<file path="src/source/ob_defines.svh">
/* order book sizes and field widths, shared by the package, RTL and testbench */

`ifndef OB_DEFINES_SVH
`define OB_DEFINES_SVH

// book geometry
`define OB_NUM_STOCKS  4
`define OB_BOOK_DEPTH  8   // resting orders per side of one stock

// index widths, must cover the geometry above
`define OB_STOCK_W     2
`define OB_SLOT_W      3
`define OB_COUNT_W     4   // one bit wider than a slot index so a full side fits

// order fields
`define OB_PRICE_W     32
`define OB_QTY_W       16
`define OB_ID_W        32

`endif
</file>
<file path="src/source/ob_pkg.sv">
/* order book types: request codes, book entries, requests, quotes
   and the command set of the slot storage */

`include "ob_defines.svh"

package ob_pkg;

    typedef enum logic [1:0] {
        OP_ADD     = 2'd0,
        OP_CANCEL  = 2'd1,
        OP_EXECUTE = 2'd2   // code 3 never gets past capture
    } order_op_e;

    typedef enum logic {
        SIDE_ASK = 1'b0,
        SIDE_BID = 1'b1
    } book_side_e;

    typedef struct packed {
        logic [`OB_QTY_W-1:0]   qty;
        logic [`OB_PRICE_W-1:0] price;
        logic [`OB_ID_W-1:0]    id;
    } book_entry_t;

    typedef struct packed {
        book_side_e             side;
        logic [`OB_STOCK_W-1:0] stock;
        order_op_e              op;
        logic [`OB_QTY_W-1:0]   qty;    // add size or executed size
        logic [`OB_PRICE_W-1:0] price;
        logic [`OB_ID_W-1:0]    id;
    } order_req_t;

    typedef struct packed {
        logic [`OB_PRICE_W-1:0] bid;
        logic [`OB_PRICE_W-1:0] ask;
    } quote_t;

    typedef enum logic [2:0] {
        ST_NONE,
        ST_APPEND,
        ST_SET_QTY,
        ST_SHIFT_DOWN,
        ST_DROP_LAST
    } storage_cmd_e;

endpackage

</file>
<file path="src/source/quote_output.sv">
/* output side: per-stock quote rows, result hold until the trading logic takes it */

`timescale 1ns/1ns

`include "ob_defines.svh"

module quote_output import ob_pkg::*; (
    input  logic                   i_clk,
    input  logic                   i_reset_n,
    input  logic                   i_done,
    input  logic                   i_matched,
    input  logic [`OB_STOCK_W-1:0] i_stock,
    input  quote_t                 i_quote,
    input  logic                   i_trading_logic_ready,
    output logic [`OB_PRICE_W-1:0] o_best_bid,
    output logic [`OB_PRICE_W-1:0] o_best_ask,
    output logic                   o_matched,
    output logic                   o_data_valid,
    output logic                   o_release
);

    quote_t                 quote_rows [`OB_NUM_STOCKS];
    logic [`OB_STOCK_W-1:0] shown_stock;   // stock of the last finished request

    always_ff @(posedge i_clk) begin
        if (!i_reset_n) begin
            for (int k = 0; k < `OB_NUM_STOCKS; k++) begin
                quote_rows[k] <= '0;
            end
            shown_stock  <= '0;
            o_matched    <= 1'b0;
            o_data_valid <= 1'b0;
        end else if (i_done) begin
            quote_rows[i_stock] <= i_quote;
            shown_stock         <= i_stock;
            o_matched           <= i_matched;
            o_data_valid        <= 1'b1;
        end else if (o_release) begin
            o_data_valid <= 1'b0;
        end
    end

    // taken on the edge where ready is seen with valid
    assign o_release  = o_data_valid && i_trading_logic_ready;
    assign o_best_bid = quote_rows[shown_stock].bid;
    assign o_best_ask = quote_rows[shown_stock].ask;

endmodule

</file>
<file path="config.mk">
export PLATFORM = sky130hd
export DESIGN_NAME = quote_output
export DESIGN_NICKNAME = d
export VERILOG_FILES = /design/src/source/ob_pkg.sv /design/src/source/quote_output.sv
export VERILOG_INCLUDE_DIRS = /design/src /design/src/source
export SDC_FILE = /design/constraint.sdc
export NUM_CORES = 1
export LEC_CHECK = 0
export ABC_AREA = 1
export BUFFER_PORTS_ARGS = -buffer_cell sky130_fd_sc_hd__buf_2
export CORE_MARGIN = 2
export CORE_UTILIZATION = 50
export CTS_CLUSTER_DIAMETER = 50
export DETAILED_ROUTE_END_ITERATION = 10
export PLACE_DENSITY = 0.73
export SYNTH_ARGS = -nofsm -noshare
export SYNTH_HDL_FRONTEND = slang
export SYNTH_SLANG_ARGS = --single-unit
</file>
<file path="constraint.sdc">
create_clock -name i_clk -period 3.7 [get_ports i_clk]
set_input_delay 0.555 -clock i_clk [delete_from_list [all_inputs] [get_ports i_clk]]
set_output_delay 0.555 -clock i_clk [all_outputs]
set_load 0.005 [all_outputs]
</file>
# Word-level counts from Yosys, hierarchy flattened
# Memories as Yosys holds them, arrays and structs flattened. A register that Yosys moved wholly into a read port is not among the register bits.
# Cells that the tools add are included.
# word_totals
register_bits	4
mem_bits_rw	256
out_inout_bits	67
wordCells	18
memories	1
# mem_list
name	depth	width	read_ports	rd_clocked_by_memory_dff	wr	line_no	source
quote_rows	4	64	1	1	4	quote_output.sv:22	quote_t quote_rows [`OB_NUM_STOCKS];
# op_classes
n_mux	11
reduce_logical	3
# ops
op	n
$mux 64	1
$reduce_or 64->1	1
$mux 1	7
$mux 2	3
$reduce_bool 2->1	1
$logic_and 1x1->1	1

# Longest topological paths before layout
# Gate-level depths: netlist of the first run.
# depth
ltp_word	5
depth_mapped	6

# Worst setup path before layout of the first run
# Ideal clock, no wire load.
# synth_path
kind	input-to-reg
from	input i_reset_n
to	memory quote_rows[0][0] (netlist bit), enable pin
setup_time_ns	0.424
arrival_ns	2.474
t_required_ns	3.276
setup_slack_ns	0.802
path_stages	6
path_buffers	2
path_cell_list	nand2_1 > nor2_2 > nand2_1 > buf_4 > buf_6 > nand2_1
# synth_lines
item	line_no	source
from (decl)	quote_output.sv:9	input logic i_reset_n,
to (decl)	quote_output.sv:22	

==> key figures, run 1 <==
Drt
  • Remaining design rule violation count: 0
  • Average via count per standard cell: 4.87
  • Count of antenna-violating nets left after detailed routing: 0
  • Length of the first detailed-routing pass in iterations: 8
  • Vias: 8953
  • Drt first-iter violations: 701
  • DR WL/cell: 15.2 um
  • Routed wire length: 28000 um

Worst setup path
  • Cell with the most instances on the worst path: sky130_fd_sc_hd__nand2_1
  • Worst endpoint required time: 3.14 ns
  • Critical path startpoint category: flip-flop
  • Crit path max fanout: 71
  • Crit-path slowest cell: sky130_fd_sc_hd__inv_4
  • Arr. time, crit path: 2.31 ns
  • Element type at the critical path end: output port
  • Category of the critical setup timing path: reg2out
  • Largest delay contributor family on the critical path: buffers and inverters
  • Series of cell instances along the critical path: inv_4, buf_4, nand2_1, nand3_1, nand2_1, buf_2
  • CP peak stage delay: 0.54 ns
  • Buffer and inverter count on the worst path: 3
  • Register-to-register setup slack: 3.06 ns

STA
  • Final sum of negative setup slack: 0 ns
  • Worst slew margin relative to its limit: 30.8%
  • Slew at the pin with the worst max-slew slack: 1.04 ns
  • Achievable clock frequency: 0.349 GHz
  • Final count of hold timing violations: 0
  • Fin. max-slew vios: 0
  • Final-layout worst hold slack: 0.228 ns
  • Fin crit period: 2.86 ns
  • Share of the clock period used by the worst path: 77.4%
  • RSZ-0062 raised after global routing: false
  • Setup Viol. Count Final: 0
  • Setup skew after layout: 0.000184 ns

Logic synthesis
  • Post-synthesis area per instance: 8.91 um^2
  • Async S/R FF share, synth: 0%
  • Netlist cell types: 15
  • Post-synth design cell area: 12300 um^2
  • Number of enable-type register cells in the synthesized netlist: 256
  • Top area cells in the synthesized netlist: sky130_fd_sc_hd__edfxtp_1 (62%), sky130_fd_sc_hd__nand2_1 (10%), sky130_fd_sc_hd__inv_1 (9.9%), sky130_fd_sc_hd__nor2_1 (7.8%), sky130_fd_sc_hd__nand3_1 (5.4%)
  • Part of the Yosys area used for sequential elements: 63.4%
  • Yosys top cell by area: sky130_fd_sc_hd__edfxtp_1
  • Count of mapped cells out of synthesis: 1382
  • Prevailing post-synth register cell: sky130_fd_sc_hd__edfxtp_1
  • Most common cell in the netlist: sky130_fd_sc_hd__nand2_1
  • Top cells by instance count after synthesis: sky130_fd_sc_hd__nand2_1 (331), sky130_fd_sc_hd__inv_1 (324), sky130_fd_sc_hd__edfxtp_1 (256), sky130_fd_sc_hd__nor2_1 (256), sky130_fd_sc_hd__nand3_1 (134)
  • Number of warnings issued by yosys: 0
  • Synthesized netlist net count: 1453
  • Post-synthesis sequential element count: 262
  • Share of the synthesized area in the top cell type: 62.4%

Layout
  • Fraction of final layout cells sized beyond drive strength 1: 13.7%
  • Area used by multi-input combinational logic: 2930 um^2
  • Filler Cell Count: 2080
  • Nets@finish: 1564
  • Final instance area: 14100 um^2
  • Total area of sequential cells: 7810 um^2
  • Synthesis-to-finish area growth: 14.3%
  • Ant. Diodes: 0
  • Non-filler cells in the finished layout: 1839

Clock network
  • Max Buffers Root-to-Sink: 3
  • Count of clock tree sinks: 262
  • Post_cts resized: 0
  • H-Tree Level Count: 1
  • Clock Latency Late Sink: 0.53 ns
  • Number of buffers added for setup after CTS: 0
  • Number of buffers added to fix hold violations after cts: 0
  • Register clock-pin slew on the reported worst setup and hold paths: 0.06 ns
  • TritonCTS clock tree: done
  • Cts bufs inserted: 29
  • Root buffer cell: sky130_fd_sc_hd__clkbuf_16

Power and ir drop
  • Pwr per Cell Area: 491 nW/um^2
  • Total leakage power: 0.00695 uW
  • Clock network fraction of total power: 38.3%
  • Cell internal power dissipation: 5230 uW
  • Switching power of the nets: 1690 uW
  • Logic pwr share: 10.4%
  • Sequential group share of total power: 51.3%
  • Maximum VDD drop: 0.417 mV
  • Sw Share: 24.4%

Worst hold path
  • Min-delay worst type: in2reg

Place
  • Final weighted congestion of routability-driven global placement: 0.728
  • Instance area after placement: 13200 um^2
  • HPWL after DPL: 15100 um
  • Buffers on Ports: 137
  • # placed instances: 1786

Global routing
  • Largest net degree at the start of global routing: 72
  • Total congestion overflow: 0
  • Wire length of the first global-routing pass: 44900 um
  • Number of antenna violations at the first check in global routing: 0
  • Total GRT Usage: 21.8%
  • Via count of the first global-routing pass: 8851

Job
  • Max capacitance violation total: 0

Floorplanning
  • I/O Pins: 138
  • Floorplan Core Area: 24200 um^2
  • Die outline height: 161 um
  • Die width: 161 um
  • Area of the die: 25900 um^2
  • Initial core utilization: 50.8%
  • Site Rows: 57

Outcome
  • Run status: finished, final reports clean
==> state kept, by name, summed over array words and instances, names as in the netlist, named ones only <==
signal / flops
o_data_valid: 1
o_matched: 1
quote_rows: 256
shown_stock: 2
==> cell families (layout without fill, tap and decap cells) <==
group	count (synthesis)	in the layout	share of synthesized area (%)
buffers and inverters	395	528	13.1
AO/OA/AOI/OAI	2	2	0.0813
AND/OR/NAND/NOR	723	723	23.4
flip-flops	262	262	63.4
==> path summary, 6_finish.rpt <==
check,startpoint,to,cells after the start
max,flip-flop,o_best_ask[25],6
max reg2reg,shown_stock[0],flip-flop,2
min reg2reg,o_matched,o_matched,2
min,i_trading_logic_ready,o_data_valid,2
==> cell type report <==
type,count,share of cell area [%]
Sequential cell,262,55.5
Multi-Input combinational cell,725,20.9
Clock inverter,21,0.996
Inverter,325,8.69
Tap cell,324,2.88
Timing Repair Buffer,150,5.83
Clock buffer,32,5.24
==> per-stage QoR <==
step	utilization, %	worst slack (ns)	power [uW]
6_report	58.0	0.836	6920
5_1_grt	58.0	0.649	7200
4_1_cts	58.0	0.837	6960
3_5_place_dp	54.4	1.38	4330
3_3_place_gp	54.4	1.43	4310
2_1_floorplan	-	0.802	4040
==> layer usage <==
layer	up-vias	GRT usage, %	part of all wire, %
met2	319	36.6	48
met3	46	3.74	7.4
li1	4405	-	-
met4	0	6.45	2.1
met5	-	0	0
met1	4183	29.5	42
==> layout by cell type (no fill, tap or decap) <==
cell type	n
sky130_fd_sc_hd__inv_1	323
sky130_fd_sc_hd__buf_4	10
sky130_fd_sc_hd__clkinvlp_4	2
sky130_fd_sc_hd__o21ai_0	2
sky130_fd_sc_hd__nor2_2	1
sky130_fd_sc_hd__clkbuf_16	29
sky130_fd_sc_hd__clkinv_2	10
sky130_fd_sc_hd__nor2_1	256
sky130_fd_sc_hd__inv_6	1
sky130_fd_sc_hd__clkinv_4	2
sky130_fd_sc_hd__inv_2	1
sky130_fd_sc_hd__nand2_4	4
sky130_fd_sc_hd__dfxtp_2	1
sky130_fd_sc_hd__dfxtp_1	4
sky130_fd_sc_hd__bufinv_16	1
sky130_fd_sc_hd__clkbuf_1	3
sky130_fd_sc_hd__buf_2	137
sky130_fd_sc_hd__nand2_1	324
sky130_fd_sc_hd__dfxtp_4	1
sky130_fd_sc_hd__nand3_1	134
sky130_fd_sc_hd__nand4_1	1
sky130_fd_sc_hd__buf_12	3
sky130_fd_sc_hd__inv_4	1
sky130_fd_sc_hd__clkinv_1	5
sky130_fd_sc_hd__nand2_2	3
sky130_fd_sc_hd__edfxtp_1	256
==> power by group through the flow <==
stage                     clock (uW)  combinational, uW  sequential [uW]
after global placement             0                710             3600
after floorplan                    0                441             3600
after global routing            2820                820             3570
after detailed placement           0                725             3610
final                           2650                720             3550
after CTS                       2680                729             3550
(Power assumes the default switching activity.)
==> run 2: changes to the inputs <==
ABC_AREA = 0   (was 1)
clock period = 2.7 ns   (was 3.7 ns; I/O delays follow)
==> run 2 against run 1 <==
  * Clock power is 42% higher
  * Largest power group unchanged
  * Critical path type unchanged
  * Final cell count fell by 40%
  * Sequential power grew 37%
  * Highest routed layer unchanged
==> key figures, run 2 <==
Drt
  • Remaining design rule violation count: 0 (unchanged)
  • Drt first-iter violations: 477 (-32%)
  • Metal2 WL: 12000 um (-12%)
  • Vias: 6119 (-32%)
  • Length of the first detailed-routing pass in iterations: 4 (-4)
  • Met3 layer wire length in the routed design: 1490 um (-28%)
  • Count of antenna-violating nets left after detailed routing: 0 (unchanged)
  • Routed wire length: 23700 um (-15%)
  • Average via count per standard cell: 5.57 (+14%)
  • Highest metal layer with signal wires: met4
  • DR WL/cell: 21.5 um (+42%)
  • Met1 wire length: 9730 um (-17%)

Logic synthesis
  • Async S/R FF share, synth: 0% (unchanged)
  • Count of mapped cells out of synthesis: 652 (-53%)
  • Prevailing post-synth register cell: sky130_fd_sc_hd__edfxtp_1
  • Top area cells in the synthesized netlist: sky130_fd_sc_hd__edfxtp_1 (67%), sky130_fd_sc_hd__mux4_2 (12%), sky130_fd_sc_hd__and2_1 (11%), sky130_fd_sc_hd__and3_1 (3.5%), sky130_fd_sc_hd__buf_6 (1.3%)
  • Post-synthesis area per instance: 17.5 um^2 (+97%)
  • Part of the Yosys area used for sequential elements: 68.4% (+5.0 points)
  • Share of the synthesized area in the top cell type: 67.3% (+4.9 points)
  • Post-synth design cell area: 11400 um^2 (-7.3%)
  • Most common cell in the netlist: sky130_fd_sc_hd__edfxtp_1
  • Netlist cell types: 22 (+7)
  • Number of enable-type register cells in the synthesized netlist: 256 (unchanged)
  • Synthesized netlist net count: 723 (-50%)
  • Number of warnings issued by yosys: 0 (unchanged)
  • Post-synthesis sequential element count: 262 (unchanged)
  • Top cells by instance count after synthesis: sky130_fd_sc_hd__edfxtp_1 (256), sky130_fd_sc_hd__and2_1 (193), sky130_fd_sc_hd__and3_1 (64)
  • Yosys top cell by area: sky130_fd_sc_hd__edfxtp_1

Floorplanning
  • Die width: 155 um (-3.6%)
  • Die outline height: 155 um (-3.6%)
  • Area of the die: 24100 um^2 (-7.1%)
  • Floorplan Core Area: 22500 um^2 (-7.2%)
  • I/O Pins: 138 (unchanged)
  • Initial core utilization: 50.8% (about the same)
  • Site Rows: 55 (-3.5%)

Clock network
  • Root buffer cell: sky130_fd_sc_hd__clkbuf_16
  • Clock Latency Late Sink: 0.53 ns (about the same)
  • Post_cts resized: 0 (unchanged)
  • Number of buffers added to fix hold violations after cts: 0 (unchanged)
  • Cts bufs inserted: 28 (-3.4%)
  • Number of buffers added for setup after CTS: 0 (unchanged)
  • Max Buffers Root-to-Sink: 3 (unchanged)
  • Count of clock tree sinks: 262 (unchanged)
  • H-Tree Level Count: 1 (unchanged)
  • TritonCTS clock tree: done
  • Register clock-pin slew on the reported worst setup and hold paths: 0.06 ns (about the same)

Global routing
  • Total GRT Usage: 20.1% (-1.8 points)
  • Number of antenna violations at the first check in global routing: 5 (+5)
  • Largest net degree at the start of global routing: 65 (-9.7%)
  • Via count of the first global-routing pass: 6766 (-24%)
  • Total congestion overflow: 0 (unchanged)
  • Wire length of the first global-routing pass: 37100 um (-17%)

Power and ir drop
  • Pwr per Cell Area: 710 nW/um^2 (+45%)
  • Maximum VDD drop: 0.470 mV (+13%)
  • Total leakage power: 0.00506 uW (-27%)

Worst setup path
  • Crit path max fanout: 19 (-73%)
  • Buffer and inverter count on the worst path: 2 (-1)
  • Crit-path slowest cell: sky130_fd_sc_hd__dfxtp_4
  • Critical path startpoint category: flip-flop
  • Arr. time, crit path: 2.13 ns (-0.18 ns)
  • Largest delay contributor family on the critical path: flip-flops
  • Series of cell instances along the critical path: buf_12, mux4_1, buf_2
  • Category of the critical setup timing path: reg2out
  • CP peak stage delay: 0.59 ns (+0.05 ns)
  • Worst endpoint required time: 2.30 ns (-0.84 ns)
  • Element type at the critical path end: output port

Place
  • Instance area after placement: 12300 um^2 (-6.6%)
  • HPWL after DPL: 13500 um (-11%)
  • Final weighted congestion of routability-driven global placement: 0.772 (+6.1%)
  • Worst setup timing slack at the placement stage: 0.672 ns (-0.712 ns)
  • Buffers on Ports: 137 (unchanged)

Worst hold path
  • Min-delay worst type: in2reg

STA
  • Worst slew margin relative to its limit: 58.6% (+28 points)
  • Final-layout worst hold slack: 0.137 ns (-0.0906 ns)
  • Achievable clock frequency: 0.394 GHz
  • Fin. max-slew vios: 0 (unchanged)
  • RSZ-0062 raised after global routing: false
  • Setup skew after layout: 0.00123 ns (+0.00104 ns)
  • Setup Viol. Count Final: 0 (unchanged)
  • Share of the clock period used by the worst path: 93.9%
  • Final count of hold timing violations: 0 (unchanged)
  • Fin crit period: 2.54 ns
  • Setup slack of the critical path after layout: 0.164 ns (-0.672 ns)
  • Slew at the pin with the worst max-slew slack: 0.621 ns (-0.418 ns)

Layout
  • Most common cell after layout, fill and taps aside: sky130_fd_sc_hd__edfxtp_1
  • Register with the most flip-flops: quote_rows
  • Synthesis-to-finish area growth: 16.1%
  • Flip-flop count of the largest register, all copies and words added: 256 (unchanged)
  • Nets@finish: 858 (-45%)
  • Most frequent cells in the layout: sky130_fd_sc_hd__edfxtp_1 (256), sky130_fd_sc_hd__and2_1 (193), sky130_fd_sc_hd__buf_2 (137)
  • Fraction of final layout cells sized beyond drive strength 1: 33.1% (+19 points)
  • Final instance area: 13300 um^2 (-5.8%)
  • Leading registers by flop count: quote_rows: 256 flops, shown_stock: 2 flops

Outcome
  • Run status: finished, final reports clean

Job
  • Max capacitance violation total: 0 (unchanged)
run 2: changes by cell type after synthesis, moves of 64 or more:
| cell | previous run | this run |
|---|---|---|
| sky130_fd_sc_hd__nand2_1 | 331 | 1 |
| sky130_fd_sc_hd__inv_1 | 324 | 1 |
| sky130_fd_sc_hd__and3_1 | 0 | 64 |
| sky130_fd_sc_hd__nor2_1 | 256 | 0 |
| sky130_fd_sc_hd__nand3_1 | 134 | 0 |
| sky130_fd_sc_hd__and2_1 | 0 | 193 |
run 2: area by class of cell:
| class | count | area [um^2] |
|---|---|---|
| Clock buffer | 31 | 733 |
| Timing Repair Buffer | 156 | 916 |
| Sequential cell | 262 | 7820 |
| Fill cell | 1664 | 9250 |
| Inverter | 1 | 3.75 |
| Tap cell | 285 | 357 |
| Clock inverter | 21 | 185 |
| Antenna cell | 5 | 12.5 |
| Multi-Input combinational cell | 338 | 3230 |
run 2: metal layers:
| layer | vias up | global-route usage (%) |
|---|---|---|
| li1 | 2759 | - |
| met1 | 3144 | 26.7 |
| met2 | 182 | 34.1 |
| met3 | 34 | 4.04 |
| met4 | 0 | 5.82 |
| met5 | - | 0 |
run 2: worst min-delay path: stages:
cell                      delay [ns]
sky130_fd_sc_hd__buf_2          0.07
sky130_fd_sc_hd__mux2i_1        0.06
sky130_fd_sc_hd__nor2b_1        0.10
run 2: per-stage QoR:
step                      TNS, ns  utilization [%]  std cells  total power (uW)
after floorplan            -30.57                -        652              5390
after global placement          0             54.8       1042              5710
after detailed placement        0             54.8       1042              5750
after CTS                       0             58.9       1094              9500
after global routing            0             58.9       1096              9730
final                           0             58.9       1099              9420
run 2: final timing paths:
kind | from | to | slack [ns] | depth (start not counted)
worst min-delay path | i_matched | o_matched | 0.14 | 3
worst max register to register | o_data_valid | o_data_valid | 2.00 | 2
worst min register to register | shown_stock[1] | flip-flop | 0.50 | 2
worst max-delay path | flip-flop | o_best_bid[28] | 0.16 | 3
run 2: power breakdown:
group          internal, uW  switching (uW)  total [uW]
Combinational           374             397         771
Sequential             4790            92.5        4880
Clock                  2240            1520        3760
Total                  7410            2010        9420
run 2: cells by family (layout without fill, tap and decap cells):
family	after synthesis	count (layout)	share of synthesized area (%)
DFF	262	262	68.4
muxes	66	66	12.9
and+or+nand+nor	266	266	14.7
other	0	5	0
buffers and inverters	52	209	3.74
AOI/OAI and AO/OA	6	6	0.307
==> run 3: changes to the inputs <==
clock period = 2.85 ns   (was 2.7 ns; I/O delays follow)
==> run 3 against run 2 <==
  * Combinational power is 5.4% lower
  * Global-route usage hardly changed
  * Final cell count is 0.64% lower
  * Count of clock-buffer cells in the layout is 6 higher
  * Clock power is 5.3% lower
  * Critical path depth stayed put
  * Clock skew is 0.0027 ns higher
  * Routed wire length is 0.76% higher
  * Cell area is 0.25% lower
  * Sequential share of layout area is 0.15 points higher
  * Die area stayed put
  * Register-to-register slack better by 0.15 ns
==> key figures, run 3 (synthesized netlist as in run 2, its figures left out) <==
Outcome
  • Run status: finished, final reports clean

Worst setup path
  • Largest delay contributor family on the critical path: multiplexers
  • Critical path startpoint category: flip-flop
  • Arr. time, crit path: 2.10 ns (-0.03 ns)
  • Element type at the critical path end: output port
  • Buffer and inverter count on the worst path: 2 (unchanged)
  • Crit-path slowest cell: sky130_fd_sc_hd__mux4_1
  • Worst endpoint required time: 2.42 ns (+0.12 ns)
  • Reg2Reg Launch Point: o_data_valid
  • Crit path max fanout: 28 (+9)
  • Series of cell instances along the critical path: buf_12, mux4_1, buf_2
  • CP peak stage delay: 0.61 ns (+0.02 ns)
  • Category of the critical setup timing path: reg2out

STA
  • Achievable clock frequency: 0.395 GHz
  • Setup Viol. Count Final: 0 (unchanged)
  • Setup skew after layout: 0.00390 ns (+0.00268 ns)
  • Worst slew margin relative to its limit: 24.4% (-34 points)
  • Slew at the pin with the worst max-slew slack: 1.13 ns (+0.513 ns)
  • RSZ-0062 raised after global routing: false
  • Share of the clock period used by the worst path: 88.7%
  • Fin crit period: 2.53 ns
  • Final count of hold timing violations: 0 (unchanged)
  • Final sum of negative setup slack: 0 ns (unchanged)
  • Fin. max-slew vios: 0 (unchanged)

Layout
  • Most frequent cells in the layout: sky130_fd_sc_hd__edfxtp_1 (256), sky130_fd_sc_hd__and2_1 (193), sky130_fd_sc_hd__buf_2 (137)
  • Register with the most flip-flops: quote_rows
  • Fraction of final layout cells sized beyond drive strength 1: 33.3% (+0.21 points)
  • Flip-flop count of the largest register, all copies and words added: 256 (unchanged)
  • Final core occ: 58.8% (-0.15 points)
  • Most common cell after layout, fill and taps aside: sky130_fd_sc_hd__edfxtp_1
  • Non-filler cells in the finished layout: 1092 (-0.64%)
  • Leading registers by flop count: quote_rows: 256 flops, shown_stock: 2 flops
  • Ant. Diodes: 0 (-5)
  • Synthesis-to-finish area growth: 15.8%
  • Total area of sequential cells: 7820 um^2 (unchanged)
  • Area used by multi-input combinational logic: 3230 um^2 (unchanged)
  • Filler Cell Count: 1681 (+1.0%)
  • Nets@finish: 859 (+0.12%)

Drt
  • DR WL/cell: 21.8 um (+1.4%)
  • Highest metal layer with signal wires: met4
  • Count of antenna-violating nets left after detailed routing: 0 (unchanged)
  • Met3 layer wire length in the routed design: 1440 um (-3.2%)
  • Metal2 WL: 12600 um (+5.6%)
  • Routed wire length: 23900 um (+0.76%)
  • Vias: 6081 (-0.62%)
  • Met1 wire length: 9410 um (-3.3%)
  • Drt first-iter violations: 323 (-32%)
  • Length of the first detailed-routing pass in iterations: 5 (+1)
  • Remaining design rule violation count: 0 (unchanged)
  • Average via count per standard cell: 5.57 (about the same)

Power and ir drop
  • Sequential group share of total power: 51.9% (about the same)
  • Total leakage power: 0.00505 uW (-0.18%)
  • Clock network fraction of total power: 39.9% (about the same)
  • Total power: 8920 uW (-5.3%)
  • Maximum VDD drop: 0.449 mV (-4.3%)
  • Sw Share: 21.1% (-0.28 points)
  • Logic pwr share: 8.2% (about the same)
  • Cell internal power dissipation: 7040 uW (-5.0%)
  • Pwr per Cell Area: 674 nW/um^2 (-5.1%)
  • Switching power of the nets: 1880 uW (-6.6%)

Clock network
  • Cts bufs inserted: 27 (-3.6%)
  • H-Tree Level Count: 1 (unchanged)
  • Number of buffers added for setup after CTS: 0 (unchanged)
  • Count of clock tree sinks: 262 (unchanged)
  • Number of buffers added to fix hold violations after cts: 0 (unchanged)
  • Root buffer cell: sky130_fd_sc_hd__clkbuf_16
  • Post_cts resized: 0 (unchanged)
  • Max Buffers Root-to-Sink: 3 (unchanged)
  • Clock Latency Late Sink: 0.51 ns (-0.02 ns)
  • TritonCTS clock tree: done
  • Register clock-pin slew on the reported worst setup and hold paths: 0.06 ns (about the same)

Place
  • # placed instances: 1044 (+0.19%)
  • HPWL after DPL: 14200 um (+5.1%)
  • Final weighted congestion of routability-driven global placement: 0.727 (-5.8%)
  • Buffers on Ports: 137 (unchanged)

Floorplanning
  • Initial core utilization: 50.8% (unchanged)
  • Die outline height: 155 um (unchanged)
  • I/O Pins: 138 (unchanged)
  • Site Rows: 55 (unchanged)
  • Floorplan Core Area: 22500 um^2 (unchanged)
  • Die width: 155 um (unchanged)
  • Area of the die: 24100 um^2 (unchanged)

Global routing
  • Number of antenna violations at the first check in global routing: 1 (-4)
  • Total congestion overflow: 0 (unchanged)
  • Via count of the first global-routing pass: 6714 (-0.77%)
  • Wire length of the first global-routing pass: 36700 um (-1.0%)
  • Total GRT Usage: 20.1% (about the same)
  • Largest net degree at the start of global routing: 52 (-20%)

Worst hold path
  • HP Start: i_matched
  • Min-delay worst type: in2reg

Job
  • Max capacitance violation total: 0 (unchanged)
run 3: final cells by class:
| class | count | area share (%) |
|---|---|---|
| Sequential cell | 262 | 59.1 |
| Multi-Input combinational cell | 338 | 24.5 |
| Timing Repair Buffer | 158 | 6.85 |
| Clock buffer | 37 | 5.77 |
| Tap cell | 285 | 2.70 |
| Clock inverter | 11 | 1.09 |
| Inverter | 1 | 0.0284 |
run 3: worst register-to-register path, delay by kind of cell, from the launching register on:
family / cells / cell delay, ns
flip-flops: 1 / 0.31
AND/OR/NAND/NOR: 1 / 0.12
AO/OA/AOI/OAI: 1 / 0.16
run 3: worst paths after layout:
path                            cells after the start              to  slack (ns)
worst max-delay path                                3  o_best_bid[28]        0.32
worst min-delay path                                3       o_matched        0.17
worst max register to register                      2    o_data_valid        2.15
worst min register to register                      2       flip-flop        0.50
run 3: per-layer routing:
metal | vias up | GRT usage (%)
met4 | 0 | 5.16
met1 | 3122 | 25.1
met2 | 184 | 36.4
met3 | 30 | 3.76
met5 | - | 0
li1 | 2745 | -
run 3: power by group through the flow:
stage / clock (uW) / combinational, uW / sequential (uW)
3_5_place_dp: 0 / 742 / 4710
3_3_place_gp: 0 / 728 / 4690
5_1_grt: 3770 / 791 / 4660
6_report: 3560 / 729 / 4630
2_1_floorplan: 0 / 442 / 4670
4_1_cts: 3610 / 745 / 4630
run 3: metrics by stage:
step / hold WS [ns] / worst slack (ns) / cell area, um^2
finish: 0.173 / 0.321 / 13200
global route: 0.206 / 0.165 / 13200
CTS: 0.156 / 0.237 / 13200
detailed placement: 0.492 / 0.508 / 12300
global placement: 0.462 / 0.542 / 12300
floorplan: 0.462 / -1.14 / 11400
